`config.mk`:
```
export PLATFORM = sky130hd
export DESIGN_NAME = i2s_pwm_top
export DESIGN_NICKNAME = d
export VERILOG_FILES = /design/src/rtl/i2s_pwm_pkg.sv /design/src/rtl/i2s_pwm_top.sv /design/src/rtl/i2s_rx.sv /design/src/rtl/pcm_pwm_mod.sv
export SDC_FILE = /design/constraint.sdc
export NUM_CORES = 1
export LEC_CHECK = 0
export BUFFER_PORTS_ARGS = -buffer_cell sky130_fd_sc_hd__buf_2
export CORE_AREA = 2 2 100 102
export DETAILED_ROUTE_END_ITERATION = 12
export DIE_AREA = 0 0 102 104
export GPL_ROUTABILITY_DRIVEN = 0
export PLACE_DENSITY = 0.92
export REMOVE_ABC_BUFFERS = 1
export SETUP_SLACK_MARGIN = 0.1
export SYNTH_ARGS = -nofsm -noshare
export SYNTH_HDL_FRONTEND = slang
export SYNTH_SLANG_ARGS = --single-unit
```
`constraint.sdc`:
```
create_clock -name clk -period 6.7 [get_ports clk]
set_input_delay 0.67 -clock clk [delete_from_list [all_inputs] [get_ports clk]]
set_output_delay 0.67 -clock clk [all_outputs]
set_load 0.01 [all_outputs]
```
`src/rtl/i2s_pwm_pkg.sv`:
```
package i2s_pwm_pkg;

    //////////////////////////////////////////////////
    // Widths
    //////////////////////////////////////////////////

    // Audio word kept from each I2S slot
    localparam int SAMPLE_W = 24;

    // PWM counter resolution, period is 2**PWM_W clocks
    localparam int PWM_W = 8;

    // Bit counter inside one slot
    // Wide enough for slots up to 255 bclk edges
    localparam int SLOT_CNT_W = 8;

    // System clocks per stereo frame
    localparam int FRAME_CNT_W = 12;

    //////////////////////////////////////////////////
    // Types
    //////////////////////////////////////////////////

    // Two's complement audio sample, MSB first on the wire
    typedef logic signed [SAMPLE_W-1:0] pcm_sample_t;

    // Frame measurements reported to the host
    typedef struct packed {
        // bclk edges in the last completed slot
        logic [SLOT_CNT_W-1:0]  slot_bits;
        // clk cycles between two left-slot starts
        logic [FRAME_CNT_W-1:0] frame_clks;
    } frame_status_t;

endpackage

```
`src/rtl/i2s_pwm_top.sv`:
```
`timescale 1ns/1ps

module i2s_pwm_top (
    input  logic                       clk,
    input  logic                       arst_n,
    // I2S slave lines from the external master
    input  logic                       bclk,
    input  logic                       lrclk,
    input  logic                       sdata,
    // Class-D drive, one per channel
    output logic                       pwm_left,
    output logic                       pwm_right,
    // Received words and status for the host
    output i2s_pwm_pkg::pcm_sample_t   sample,
    output logic                       left_valid,
    output logic                       right_valid,
    output i2s_pwm_pkg::frame_status_t status
);

    //////////////////////////////////////////////////
    // I2S receiver
    //////////////////////////////////////////////////

    // Runs on clk, oversamples the I2S lines
    i2s_rx rx0 (
        .clk         (clk),
        .arst_n      (arst_n),
        .bclk        (bclk),
        .lrclk       (lrclk),
        .sdata       (sdata),
        .sample      (sample),
        .left_valid  (left_valid),
        .right_valid (right_valid),
        .status      (status)
    );

    //////////////////////////////////////////////////
    // Per-channel modulators
    //////////////////////////////////////////////////

    // Both share the word bus, each loads on its own strobe
    pcm_pwm_mod mod_left (
        .clk    (clk),
        .arst_n (arst_n),
        .sample (sample),
        .load   (left_valid),
        .pwm    (pwm_left)
    );

    pcm_pwm_mod mod_right (
        .clk    (clk),
        .arst_n (arst_n),
        .sample (sample),
        .load   (right_valid),
        .pwm    (pwm_right)
    );

endmodule

```
`src/rtl/i2s_rx.sv`:
```
`timescale 1ns/1ps

module i2s_rx (
    input  logic                       clk,
    input  logic                       arst_n,
    input  logic                       bclk,
    input  logic                       lrclk,
    input  logic                       sdata,
    output i2s_pwm_pkg::pcm_sample_t   sample,
    output logic                       left_valid,
    output logic                       right_valid,
    output i2s_pwm_pkg::frame_status_t status
);

    import i2s_pwm_pkg::*;

    // The three external lines, kept together through the sync chain
    typedef struct packed {
        logic bclk;
        logic lrclk;
        logic sdata;
    } i2s_lines_t;

    i2s_lines_t               meta_q;
    i2s_lines_t               sync_q;
    i2s_lines_t               line_q;
    logic                     bclk_rise;
    logic                     lr_prev;
    logic                     lr_change;
    logic                     take_bit;
    logic                     word_done;
    logic [SLOT_CNT_W-1:0]    bit_cnt;
    logic [FRAME_CNT_W-1:0]   clk_cnt;
    logic [SAMPLE_W-1:0]      shift_q;

    //////////////////////////////////////////////////
    // Line synchronizers and bclk edge detect
    //////////////////////////////////////////////////

    // Two flops against metastability, then one more stage so that
    // lrclk and sdata line up with the registered edge pulse
    always_ff @(posedge clk or negedge arst_n) begin
        if (!arst_n) begin
            meta_q    <= '0;
            sync_q    <= '0;
            line_q    <= '0;
            bclk_rise <= 1'b0;
        end else begin
            meta_q    <= '{bclk: bclk, lrclk: lrclk, sdata: sdata};
            sync_q    <= meta_q;
            line_q    <= sync_q;
            // Pin edge shows here 3 clk later
            bclk_rise <= sync_q.bclk & ~line_q.bclk;
        end
    end

    //////////////////////////////////////////////////
    // Slot tracking
    //////////////////////////////////////////////////

    // Word select sampled on the same bclk edge as the data
    assign lr_change = bclk_rise && (line_q.lrclk != lr_prev);

    // Edge with the lrclk change carries the last bit of the old slot,
    // so bit_cnt holds the bit index of the current edge
    // Bit 1 is the MSB
    assign take_bit  = bclk_rise && !lr_change &&
                       (bit_cnt >= SLOT_CNT_W'(1)) &&
                       (bit_cnt <= SLOT_CNT_W'(SAMPLE_W));

    // Last kept bit of the word
    assign word_done = bclk_rise && !lr_change &&
                       (bit_cnt == SLOT_CNT_W'(SAMPLE_W));

    always_ff @(posedge clk or negedge arst_n) begin
        if (!arst_n) begin
            lr_prev     <= 1'b0;
            bit_cnt     <= '0;
            clk_cnt     <= '0;
            status      <= '0;
            left_valid  <= 1'b0;
            right_valid <= 1'b0;
        end else begin
            // Strobe 1 clk after the seen edge
            left_valid  <= word_done && !line_q.lrclk;
            right_valid <= word_done && line_q.lrclk;

            clk_cnt <= clk_cnt + 1'b1;

            if (lr_change) begin
                lr_prev          <= line_q.lrclk;
                status.slot_bits <= bit_cnt;
                // Change edge is the first edge of the new slot
                bit_cnt          <= SLOT_CNT_W'(1);
                // Left slot start closes the frame
                if (!line_q.lrclk) begin
                    status.frame_clks <= clk_cnt;
                    // Current cycle counts as the first one
                    clk_cnt           <= FRAME_CNT_W'(1);
                end
            end else if (bclk_rise) begin
                // Hold at full scale on very long slots
                if (bit_cnt != '1) begin
                    bit_cnt <= bit_cnt + 1'b1;
                end
            end
        end
    end

    //////////////////////////////////////////////////
    // Data path
    //////////////////////////////////////////////////

    // MSB first, bits beyond SAMPLE_W are dropped
    always_ff @(posedge clk) begin
        if (take_bit) begin
            shift_q <= {shift_q[SAMPLE_W-2:0], line_q.sdata};
        end
        // Complete word goes out together with the strobe
        if (word_done) begin
            sample <= {shift_q[SAMPLE_W-2:0], line_q.sdata};
        end
    end

    // Strobe channel matches the word select of the current slot
    // Never both at once
    a_strobe_onehot: assert property (
        @(posedge clk) disable iff (!arst_n)
        !(left_valid && right_valid) &&
        !(left_valid && lr_prev) &&
        !(right_valid && !lr_prev)
    );

    // Each strobe follows a low to high step of the synced bclk line
    a_strobe_after_edge: assert property (
        @(posedge clk) disable iff (!arst_n)
        (left_valid || right_valid) |-> ($past(line_q.bclk) && !$past(line_q.bclk, 2))
    );

endmodule

```
`src/rtl/pcm_pwm_mod.sv`:
```
`timescale 1ns/1ps

module pcm_pwm_mod (
    input  logic                     clk,
    input  logic                     arst_n,
    input  i2s_pwm_pkg::pcm_sample_t sample,
    input  logic                     load,
    output logic                     pwm
);

    import i2s_pwm_pkg::*;

    logic [PWM_W-1:0] cnt;
    logic [PWM_W-1:0] duty_new;
    logic [PWM_W-1:0] duty_pend;
    logic [PWM_W-1:0] duty_act;
    logic             pend_vld;
    logic             run_q;
    logic             wrap;

    //////////////////////////////////////////////////
    // Sample to duty
    //////////////////////////////////////////////////

    // Top PWM_W bits with the sign flipped, i.e. offset binary
    // Zero maps to mid scale
    function automatic logic [PWM_W-1:0] to_duty(input pcm_sample_t s);
        logic [PWM_W-1:0] d;
        d = {~s[SAMPLE_W-1], s[SAMPLE_W-2 -: PWM_W-1]};
        return d;
    endfunction

    assign duty_new = to_duty(sample);

    //////////////////////////////////////////////////
    // Period counter
    //////////////////////////////////////////////////

    // Free running, wraps every 2**PWM_W clocks
    always_ff @(posedge clk or negedge arst_n) begin
        if (!arst_n) begin
            cnt <= '0;
        end else begin
            cnt <= cnt + 1'b1;
        end
    end

    // Last count of the period, next cycle starts a new one
    assign wrap = (cnt == '1);

    //////////////////////////////////////////////////
    // Pending and active duty
    //////////////////////////////////////////////////

    always_ff @(posedge clk or negedge arst_n) begin
        if (!arst_n) begin
            // Mid scale until the first word arrives
            duty_pend <= {1'b1, {(PWM_W-1){1'b0}}};
            duty_act  <= {1'b1, {(PWM_W-1){1'b0}}};
            pend_vld  <= 1'b0;
            run_q     <= 1'b0;
        end else begin
            // Newest sample wins, older one is simply overwritten
            if (load) begin
                duty_pend <= duty_new;
                pend_vld  <= 1'b1;
            end

            // Period start takes over the pending duty
            if (wrap) begin
                // Word loaded in the last cycle still makes this period
                duty_act <= load ? duty_new : duty_pend;
                run_q    <= pend_vld | load;
            end
        end
    end

    //////////////////////////////////////////////////
    // Output compare
    //////////////////////////////////////////////////

    // High while the counter is below the duty
    // Output stays low until a first word has reached a period start
    assign pwm = run_q && (cnt < duty_act);

    // Duty is only swapped at the period boundary, so no pulse is cut short
    a_duty_at_wrap: assert property (
        @(posedge clk) disable iff (!arst_n)
        (duty_act != $past(duty_act)) |-> (cnt == '0)
    );

endmodule
```
After elaboration in Yosys (flattened, before gate mapping)
Index checks and enable logic that the tools add are counted.

operators by class
  $add $sub $neg = 4
  multiply operators = 0
  div/mod/pow operators = 0
  order comparisons = 4
  equality and inequality tests = 5
  shift operators = 0
  mux-type cells = 7
  bitwise logic cells = 6
  reductions and logical operators = 15

operator list
  cell                                                                                 number
  8-bit 2-to-1 mux                                                                     5
  8-bit by 1-bit adder with 8-bit output, second input constant                        3
  12-bit 2-to-1 mux                                                                    2
  8-bit == test, second input constant                                                 2
  8-bit < comparator                                                                   2
  12-bit by 1-bit adder with 12-bit output, second input constant                      1
  1-bit logical AND                                                                    9
  8-bit by 5-bit == test with 1-bit output, second input constant                      1
  8-bit by 1-bit greater-or-equal comparator with 1-bit output, second input constant  1
  8-bit by 5-bit less-or-equal comparator with 1-bit output, second input constant     1
  8-bit inequality test, second input constant                                         1
  2-bit AND reduction                                                                  2
  2-bit nonzero test                                                                   2
  1-bit inverter                                                                       3
  1-bit logical NOT                                                                    2
  1-bit bitwise OR                                                                     2
  1-bit AND                                                                            1
  1-bit inequality test                                                                1

storage, ports and cells
  register bits after elaboration = 152
  latch bits = 0
  RAM bits = 0
  memory bits (read-only) = 0
  bits of input ports = 5
  output and inout bits = 48
  word-level logic and storage cells = 70
  memories kept = 0

Longest topological paths before layout
Gate-level depths: netlist of the first run.

  depth in word-level cells = 6
  mapped depth = 6
  depth with buffers taken out = 5

Hierarchy
From an unflattened synthesis of the first run, not the netlist that was laid out.

unflattened totals
  cells, all modules = 437
  area total of the unflattened synthesis = 5990.7 µm²

modules (own cells, without submodules)
  module       instances  cells an instance  area each (µm²)
  i2s_rx       1          263                3658.5
  pcm_pwm_mod  2          87                 1166.1

Worst setup path before layout of the first run
No wires, ideal clock.

  kind = flip-flop to flip-flop
  from = register rx0.bit_cnt[0]
  to = register rx0.shift_q[0] (enable)
  setup time = 446 ps
  arrival time = 2647 ps
  slack = 3607 ps
  cell stages (with the launch flop) = 5
  path buffers = 0
  clock period less this slack = 3093 ps
  cell sequence = dfrtp_1 -> inv_1 -> ha_1 -> nand2b_1 -> a311oi_1

between the ends
  word-level cells in the longest chain between the ends = 3
  elaborated cells on any way between the ends = 4
  those cells by class = order compare (2); reduce/logical (2)

ends and longest elaborated chain
  element                                                       RTL line       source
  start: declaration                                            i2s_rx.sv:32   logic [SLOT_CNT_W-1:0] bit_cnt;
  start signal: assignment                                      i2s_rx.sv:104  bit_cnt <= bit_cnt + 1'b1;
  8-bit by 1-bit greater-or-equal comparator with 1-bit output  i2s_rx.sv:68   (bit_cnt >= SLOT_CNT_W'(1)) &&
  1-bit logical AND                                             i2s_rx.sv:67   assign take_bit = bclk_rise && !lr_change &&
  1-bit logical AND (*)                                         i2s_rx.sv:68
  via rx0.take_bit                                              i2s_rx.sv:30   logic take_bit;
  end signal: assignment                                        i2s_rx.sv:117  shift_q <= {shift_q[SAMPLE_W-2:0], line_q.sdata};
  end: declaration                                              i2s_rx.sv:34   logic [SAMPLE_W-1:0] shift_q;

Mark *: on every way through the listed nets, which the timed path passes. The rest lies on a longest branch.
A chain may end at the register's enable or synchronous reset.

Worst setup path after layout of the first run
  from = register mod_left.cnt[4]
  to = output pwm_left

between the ends
  word-level cells in the longest chain between the ends = 2

ends and longest elaborated chain
  element                   RTL line           source
  start: declaration        pcm_pwm_mod.sv:13  logic [PWM_W-1:0] cnt;
  start signal: assignment  pcm_pwm_mod.sv:44  cnt <= cnt + 1'b1;
  8-bit < comparator        pcm_pwm_mod.sv:84  assign pwm = run_q && (cnt < duty_act);
  1-bit logical AND         pcm_pwm_mod.sv:84
  end: declaration          i2s_pwm_top.sv:11  output logic pwm_left,

No other way between the ends.

==> results by group, run 1 <==
Power and ir drop
  – Leakage: 0.00312 µW
  – Max VDD drop: 320 µV
  – Total power after layout: 2180 µW
  – Power Density: 316 nW/µm²

Layout
  – Layout area overhead: 17.1%
  – Reg area: 4040 µm²
  – Ant diodes: 0
  – Design Area, Final: 6920 µm²
  – Final std cells w/o fill: 644
  – Share of cells above drive strength 1: 25.8%
  – Multi-input logic area: 1760 µm²
  – Nets: 524
  – Fill count: 635
  – Most common cell after layout, fill and taps aside: dfrtp_1
  – Commonest cells after routing, fill and taps aside: dfrtp_1 (101), nand2_1 (72), buf_2 (51), edfxtp_1 (47), mux2_2 (33)

Place
  – Dpl hpwl: 6840 µm
  – Pre-CTS setup slack: 4.29 ns
  – Number of port buffers: 52
  – DP Area: 6320 µm²
  – DP Cell Count: 612

Detailed routing
  – Drt pass-1 iters: 4
  – WL final: 10300 µm
  – DR DRC count: 0
  – Wire length per cell: 16.0 µm
  – Vias per inst: 5.31
  – Starting DRC count in detailed routing: 157
  – DRT antenna net count: 0
  – DR vias: 3422

Clocking
  – Root Driver: clkbuf_8
  – Post-cts resize count: 0
  – Total CTS buffers: 17
  – H-tree depth: 4
  – CTS max path bufs: 2
  – Clock-pin slew on the worst setup and hold paths: 0.06 ns
  – CTS tree: built
  – Hold buffer count at cts: 0
  – Setup repair bufs after CTS: 0
  – CTS Sinks: 152
  – Worst-skew pair later-pin latency: 0.52 ns

Setup path
  – Worst EP required: 6.03 ns
  – Worst Path Max Fanout: 3
  – Crit path kind: reg2out
  – Worst Path Arrival: 2.07 ns
  – CP startpoint kind: flip-flop
  – Kind of end point of the critical path: output port

GRT
  – Tot GR Track Use: 21.3%
  – Global-route wire length before repair: 17100 µm
  – Initial antenna violation count: 0
  – Vias in the first global route: 3523
  – Largest net degree at the start of global routing: 71
  – Total gr overflow: 0

Timing
  – Hold Fails Final Rpt: 0
  – PnR worst setup slack: 3.96 ns
  – Final min period: 2.74 ns
  – Slew @ Worst Pin: 1.16 ns
  – Total negative setup slack: 0 ns
  – RSZ-0062 raised after global routing: false
  – Max-slew violations: 0
  – Max_slew headroom: 22.6%
  – Tcrit/Tclk final: 40.8%
  – Clock Skews: 0.00882 ns
  – Final setup fails: 0
  – Highest Clock Rate: 365 MHz

Yosys
  – Top FF cell, synth: dfrtp_1
  – Ys async rst share: 69.1%
  – Post-synthesis sequential element count: 152
  – Sequential area share after synthesis: 68.5%
  – Mapped Area: 5910 µm²
  – Post-synth cell types: 44
  – EDFF count, synth: 47
  – Syn_area_per_cell: 13.5 µm²
  – Gate Count Post-Synth: 437
  – YS warnings: 0

Die
  – Core Footprint: 9550 µm²
  – Die width: 102 µm
  – Die ar.: 10600 µm²
  – Row count: 36
  – I/O pins: 53
  – Die height: 104 µm
  – Initial core utilization: 61.9%

Outcome
  – Status: complete, no violations

Job
  – Max-cap violations: 0

Min path
  – Worst min path class: in2async
[Yosys cell counts, drive strengths merged (2+ instances only)]
cell	n	area share, %
dfrtp	101	43
nand2	72	4.6
edfxtp	47	24
mux2	33	6.3
ha	21	4.4
inv	21	1.3
nor2	15	1.0
nand3	14	1.4
xor2	12	1.8
o21ai	10	0.85
xnor2	10	1.5
nor3	9	0.76
nor4	8	0.85
buf	6	0.49
clkbuf	6	0.38
and3	5	0.53
a21oi	4	0.34
dfstp	4	1.8
mux2i	4	0.68
nand2b	4	0.42
and2	3	0.32
nand4	3	0.32
or2	3	0.32
a221oi	2	0.30
a31oi	2	0.21
nor3b	2	0.25
o211ai	2	0.25
or3	2	0.25
[report_power, final]
group	leakage (µW)	total (µW)	internal, µW	switching, µW
registers	0.00180	1080	1020	60.3
logic	0.00103	162	62.0	99.6
clock network	0.000290	942	587	354
[metal layers]
metal / global-route usage (%) / share of wire (%) / vias to the layer above / wire length [µm]
met3: 6.45 / 3.5 / 16 / 363
met2: 34.7 / 53 / 60 / 5420
met1: 26.6 / 42 / 1710 / 4350
met4: 8.67 / 1.6 / 0 / 161
met5: 0 / 0 / - / 0
li1: - / - / 1636 / -
[sequential cells by signal, summed over array words and instances (netlist names), 3 cells and up]
name	cells
mod_right.duty_pend	8
rx0.sample	24
rx0.bit_cnt	8
rx0.clk_cnt	12
rx0.status	20
rx0.sync_q	3
mod_left.duty_pend	8
mod_left.cnt	8
mod_right.cnt	8
mod_right.duty_act	8
mod_left.duty_act	8
rx0.shift_q	23
rx0.line_q	3
rx0.meta_q	3
[critical path, stage by stage (launching register included)]
cell and delay [ns]:
dfrtp_1 0.41, ha_1 0.22, nor4_1 0.30, o21ai_0 0.17, a221oi_1 0.27, buf_2 0.18
[cells by family (layout without fill, tap and decap cells)]
kind of cell	count (synthesis)	count (layout)	share of synthesized area, %
compound gates	27	27	2.92
mux	37	37	6.97
fa+ha+maj	21	21	4.45
simple gates	145	145	11.7
xor+xnor	22	22	3.26
flops	152	152	68.5
buf+inv	33	107	2.20
[layout make-up]
type | count | share of cell area (%)
clock buffer | 20 | 6.46
clock inverter | 12 | 2.13
inverter | 21 | 1.14
multi-input combinational | 252 | 25.4
sequential | 152 | 58.5
tap | 133 | 2.41
timing repair buffer | 54 | 4.02
[stage by stage]
stage / util [%] / hold WS [ns]
after detailed placement: 66.2 / 0.335
after global placement: 66.2 / 0.333
after CTS: 72.4 / 0.0840
after global routing: 72.4 / 0.117
final: 72.4 / 0.0873
after floorplan: - / 0.331
[path summary, 6_finish.rpt]
path	cells after the start	slack (ns)	start	endpoint
setup / recovery	5	3.96	mod_left.cnt[4]	pwm_left
hold / removal	1	0.09	arst_n	mod_right.run_q
setup reg to reg	3	4.33	rx0.lr_prev	rx0.shift_q[1]
hold reg to reg	0	0.35	rx0.meta_q[0]	rx0.sync_q[0]
max in group asynchronous	2	5.39	arst_n	rx0.status[16]
min in group clk	1	0.25	lrclk	rx0.meta_q[1]
Note: power is estimated with default switching activity, not from simulation.
==> run 2: changes to the inputs <==
CORE_AREA = 2 2 104 106   (was 2 2 100 102)
DIE_AREA = 0 0 106 108   (was 0 0 102 104)
PLACE_DENSITY = 0.86   (was 0.92)
clock period = 2.55 ns   (was 6.7 ns; I/O delays follow)
==> run 2 against run 1 <==
Via count up 2.0%; combinational power rose to 2.7 times the previous value; die area is 7.9% higher; design area increased by 0.49%; non-clock buffer count is 8 higher.
==> results by group, run 2 (synthesis results as in run 1) <==
Outcome
  – Status: complete, no violations

Layout
  – Layout area overhead: 17.7%
  – Ant diodes: 0 (unchanged)
  – Share of cells above drive strength 1: 26.4% (+0.57 points)
  – Nets: 532 (+1.5%)
  – Design Area, Final: 6950 µm² (+0.49%)
  – Largest register FFs: 24 (unchanged)
  – Largest reg by FF count: rx0.sample
  – Commonest cells after routing, fill and taps aside: dfrtp_1 (101), nand2_1 (72), buf_2 (51), edfxtp_1 (47), mux2_2 (33)
  – Most common cell after layout, fill and taps aside: dfrtp_1
  – Top Registers: rx0.sample x24, rx0.shift_q x23, rx0.status x20
  – Fill count: 711 (+12%)

Timing
  – Final min period: 2.32 ns
  – Hold Fails Final Rpt: 0 (unchanged)
  – Tcrit/Tclk final: 91.1%
  – Max_slew headroom: 59.5% (+37 points)
  – Max-slew violations: 0 (unchanged)
  – Slew @ Worst Pin: 0.607 ns (-0.554 ns)
  – Clock Skews: 0.00604 ns (-0.00277 ns)
  – RSZ-0062 raised after global routing: false
  – Highest Clock Rate: 430 MHz
  – Final setup fails: 0 (unchanged)

Min path
  – Worst min path class: in2async

Power and ir drop
  – Power Density: 798 nW/µm² (+150%)
  – Leakage: 0.00313 µW (+0.29%)
  – Max VDD drop: 582 µV (+82%)
  – Total power after layout: 5540 µW (+150%)

Setup path
  – Kind of end point of the critical path: output port
  – Worst Path Arrival: 2.07 ns (about the same)
  – FF-to-FF setup slack: 0.65 ns (-3.68 ns)
  – CP startpoint kind: flip-flop
  – R2r worst-path depth: 5 (+2)
  – Worst EP required: 2.30 ns (-3.73 ns)
  – Crit path kind: reg2out
  – R2r endpoint: rx0.shift_q[1]
  – Worst Path Max Fanout: 4 (+1)
  – Reg2reg start: rx0.bit_cnt[0]

Die
  – Die width: 106 µm (+3.9%)
  – Die height: 108 µm (+3.8%)
  – Die ar.: 11400 µm² (+7.9%)
  – Initial core utilization: 57.7% (-4.1 points)
  – Core Footprint: 10200 µm² (+7.1%)
  – Row count: 37 (+2.8%)
  – I/O pins: 53 (unchanged)

GRT
  – Tot GR Track Use: 19.7% (-1.7 points)
  – Vias in the first global route: 3522 (-0.028%)
  – Largest net degree at the start of global routing: 50 (-30%)
  – Global-route wire length before repair: 17000 µm (-0.40%)
  – Total gr overflow: 0 (unchanged)
  – Initial antenna violation count: 0 (unchanged)

Clocking
  – CTS Sinks: 152 (unchanged)
  – Clock-pin slew on the worst setup and hold paths: 0.06 ns (about the same)
  – CTS max path bufs: 2 (unchanged)
  – H-tree depth: 4 (unchanged)
  – Total CTS buffers: 17 (unchanged)
  – CTS tree: built
  – Setup repair bufs after CTS: 0 (unchanged)
  – Worst-skew pair later-pin latency: 0.53 ns (about the same)
  – Root Driver: clkbuf_8

Place
  – Dpl hpwl: 6850 µm (+0.22%)
  – DP Area: 6370 µm² (+0.73%)
  – Number of port buffers: 52 (unchanged)

Detailed routing
  – Wire length per cell: 15.5 µm (-3.3%)
  – DR DRC count: 0 (unchanged)
  – Met3 wire length: 379 µm (+4.4%)
  – Vias per inst: 5.33 (+0.25%)
  – Starting DRC count in detailed routing: 171 (+8.9%)
  – Routed wl met2: 5200 µm (-3.9%)
  – DRT antenna net count: 0 (unchanged)
  – WL final: 10100 µm (-1.7%)
  – Drt pass-1 iters: 4 (unchanged)
  – Top Layer Used: met4
  – DR vias: 3489 (+2.0%)
  – Met1 Wirelength: 4340 µm (-0.21%)

Job
  – Max-cap violations: 0 (unchanged)
## run 2: cell types whose count changed in the layout (fill, tap and decap cells not counted)
cell           delta
buf_4             +3
clkinvlp_4        +2
clkbuf_16         -1
clkbuf_1          -2
clkinv_2          -1
buf_12            +1
bufinv_16         -2
dlygate4sd3_1     +4
clkinv_1          +1
clkinv_4          +1
inv_6             +2
## run 2: through the flow
| stage | TNS (ns) | utilization (%) | std cells | setup WS [ns] | hold slack [ns] |
|---|---|---|---|---|---|
| finish | 0 | 67.9 | 655 | 0.226 | 0.274 |
| global route | 0 | 67.9 | 655 | 0.110 | 0.319 |
| CTS | 0 | 67.9 | 655 | 0.204 | 0.281 |
| detailed placement | 0 | 62.2 | 619 | 0.652 | 0.306 |
| global placement | 0 | 62.2 | 619 | 0.749 | 0.295 |
| floorplan | -22.21 | - | 425 | -0.549 | -0.0406 |
## run 2: how the worst max path moves through the flow
stage / startpoint / endpoint / slack [ns] / cells past startpoint
4_1_cts: mod_left.cnt[3] / pwm_left / 0.20 / 5
5_1_grt: mod_left.cnt[3] / pwm_left / 0.11 / 5
3_5_place_dp: rx0.line_q[1] / rx0.shift_q[2] / 0.65 / 4
6_report: mod_left.cnt[3] / pwm_left / 0.23 / 5
2_1_floorplan: rx0.lr_prev / rx0.shift_q[0] / -0.55 / 3
3_3_place_gp: rx0.line_q[1] / rx0.shift_q[2] / 0.75 / 4
## run 2: where the power goes
group | switching (µW) | internal (µW) | leakage (µW) | total, µW
combinational | 257 | 175 | 0.00107 | 432
clock | 979 | 1290 | 0.000258 | 2270
sequential | 159 | 2680 | 0.00180 | 2840
## run 2: cell type report
| type | instances | area (µm²) | share of cell area [%] |
|---|---|---|---|
| clock buffers | 17 | 414 | 5.96 |
| inverters | 21 | 78.8 | 1.13 |
| flip-flops and latches | 152 | 4040 | 58.2 |
| multi-input cells | 252 | 1760 | 25.3 |
| repair buffers | 62 | 360 | 5.18 |
| clock inverters | 15 | 128 | 1.84 |
| well taps | 136 | 170 | 2.45 |
## run 2: layer usage
metal,up-vias,track usage [%]
met1,1755,24.4
met5,-,0
met3,15,6.63
li1,1649,-
met4,0,8.46
met2,70,31.9
## run 2: repair_timing
action                    in CTS  in global routing
hold buffers                   4                  0
hold endpoints to repair      46                  0
resized for setup              0                  0
## run 2: critical path, stage by stage (launching register included)
cell	delay, ns
dfrtp_1	0.42
ha_1	0.29
nor4_1	0.27
nor3_1	0.09
a221oi_1	0.29
buf_2	0.18
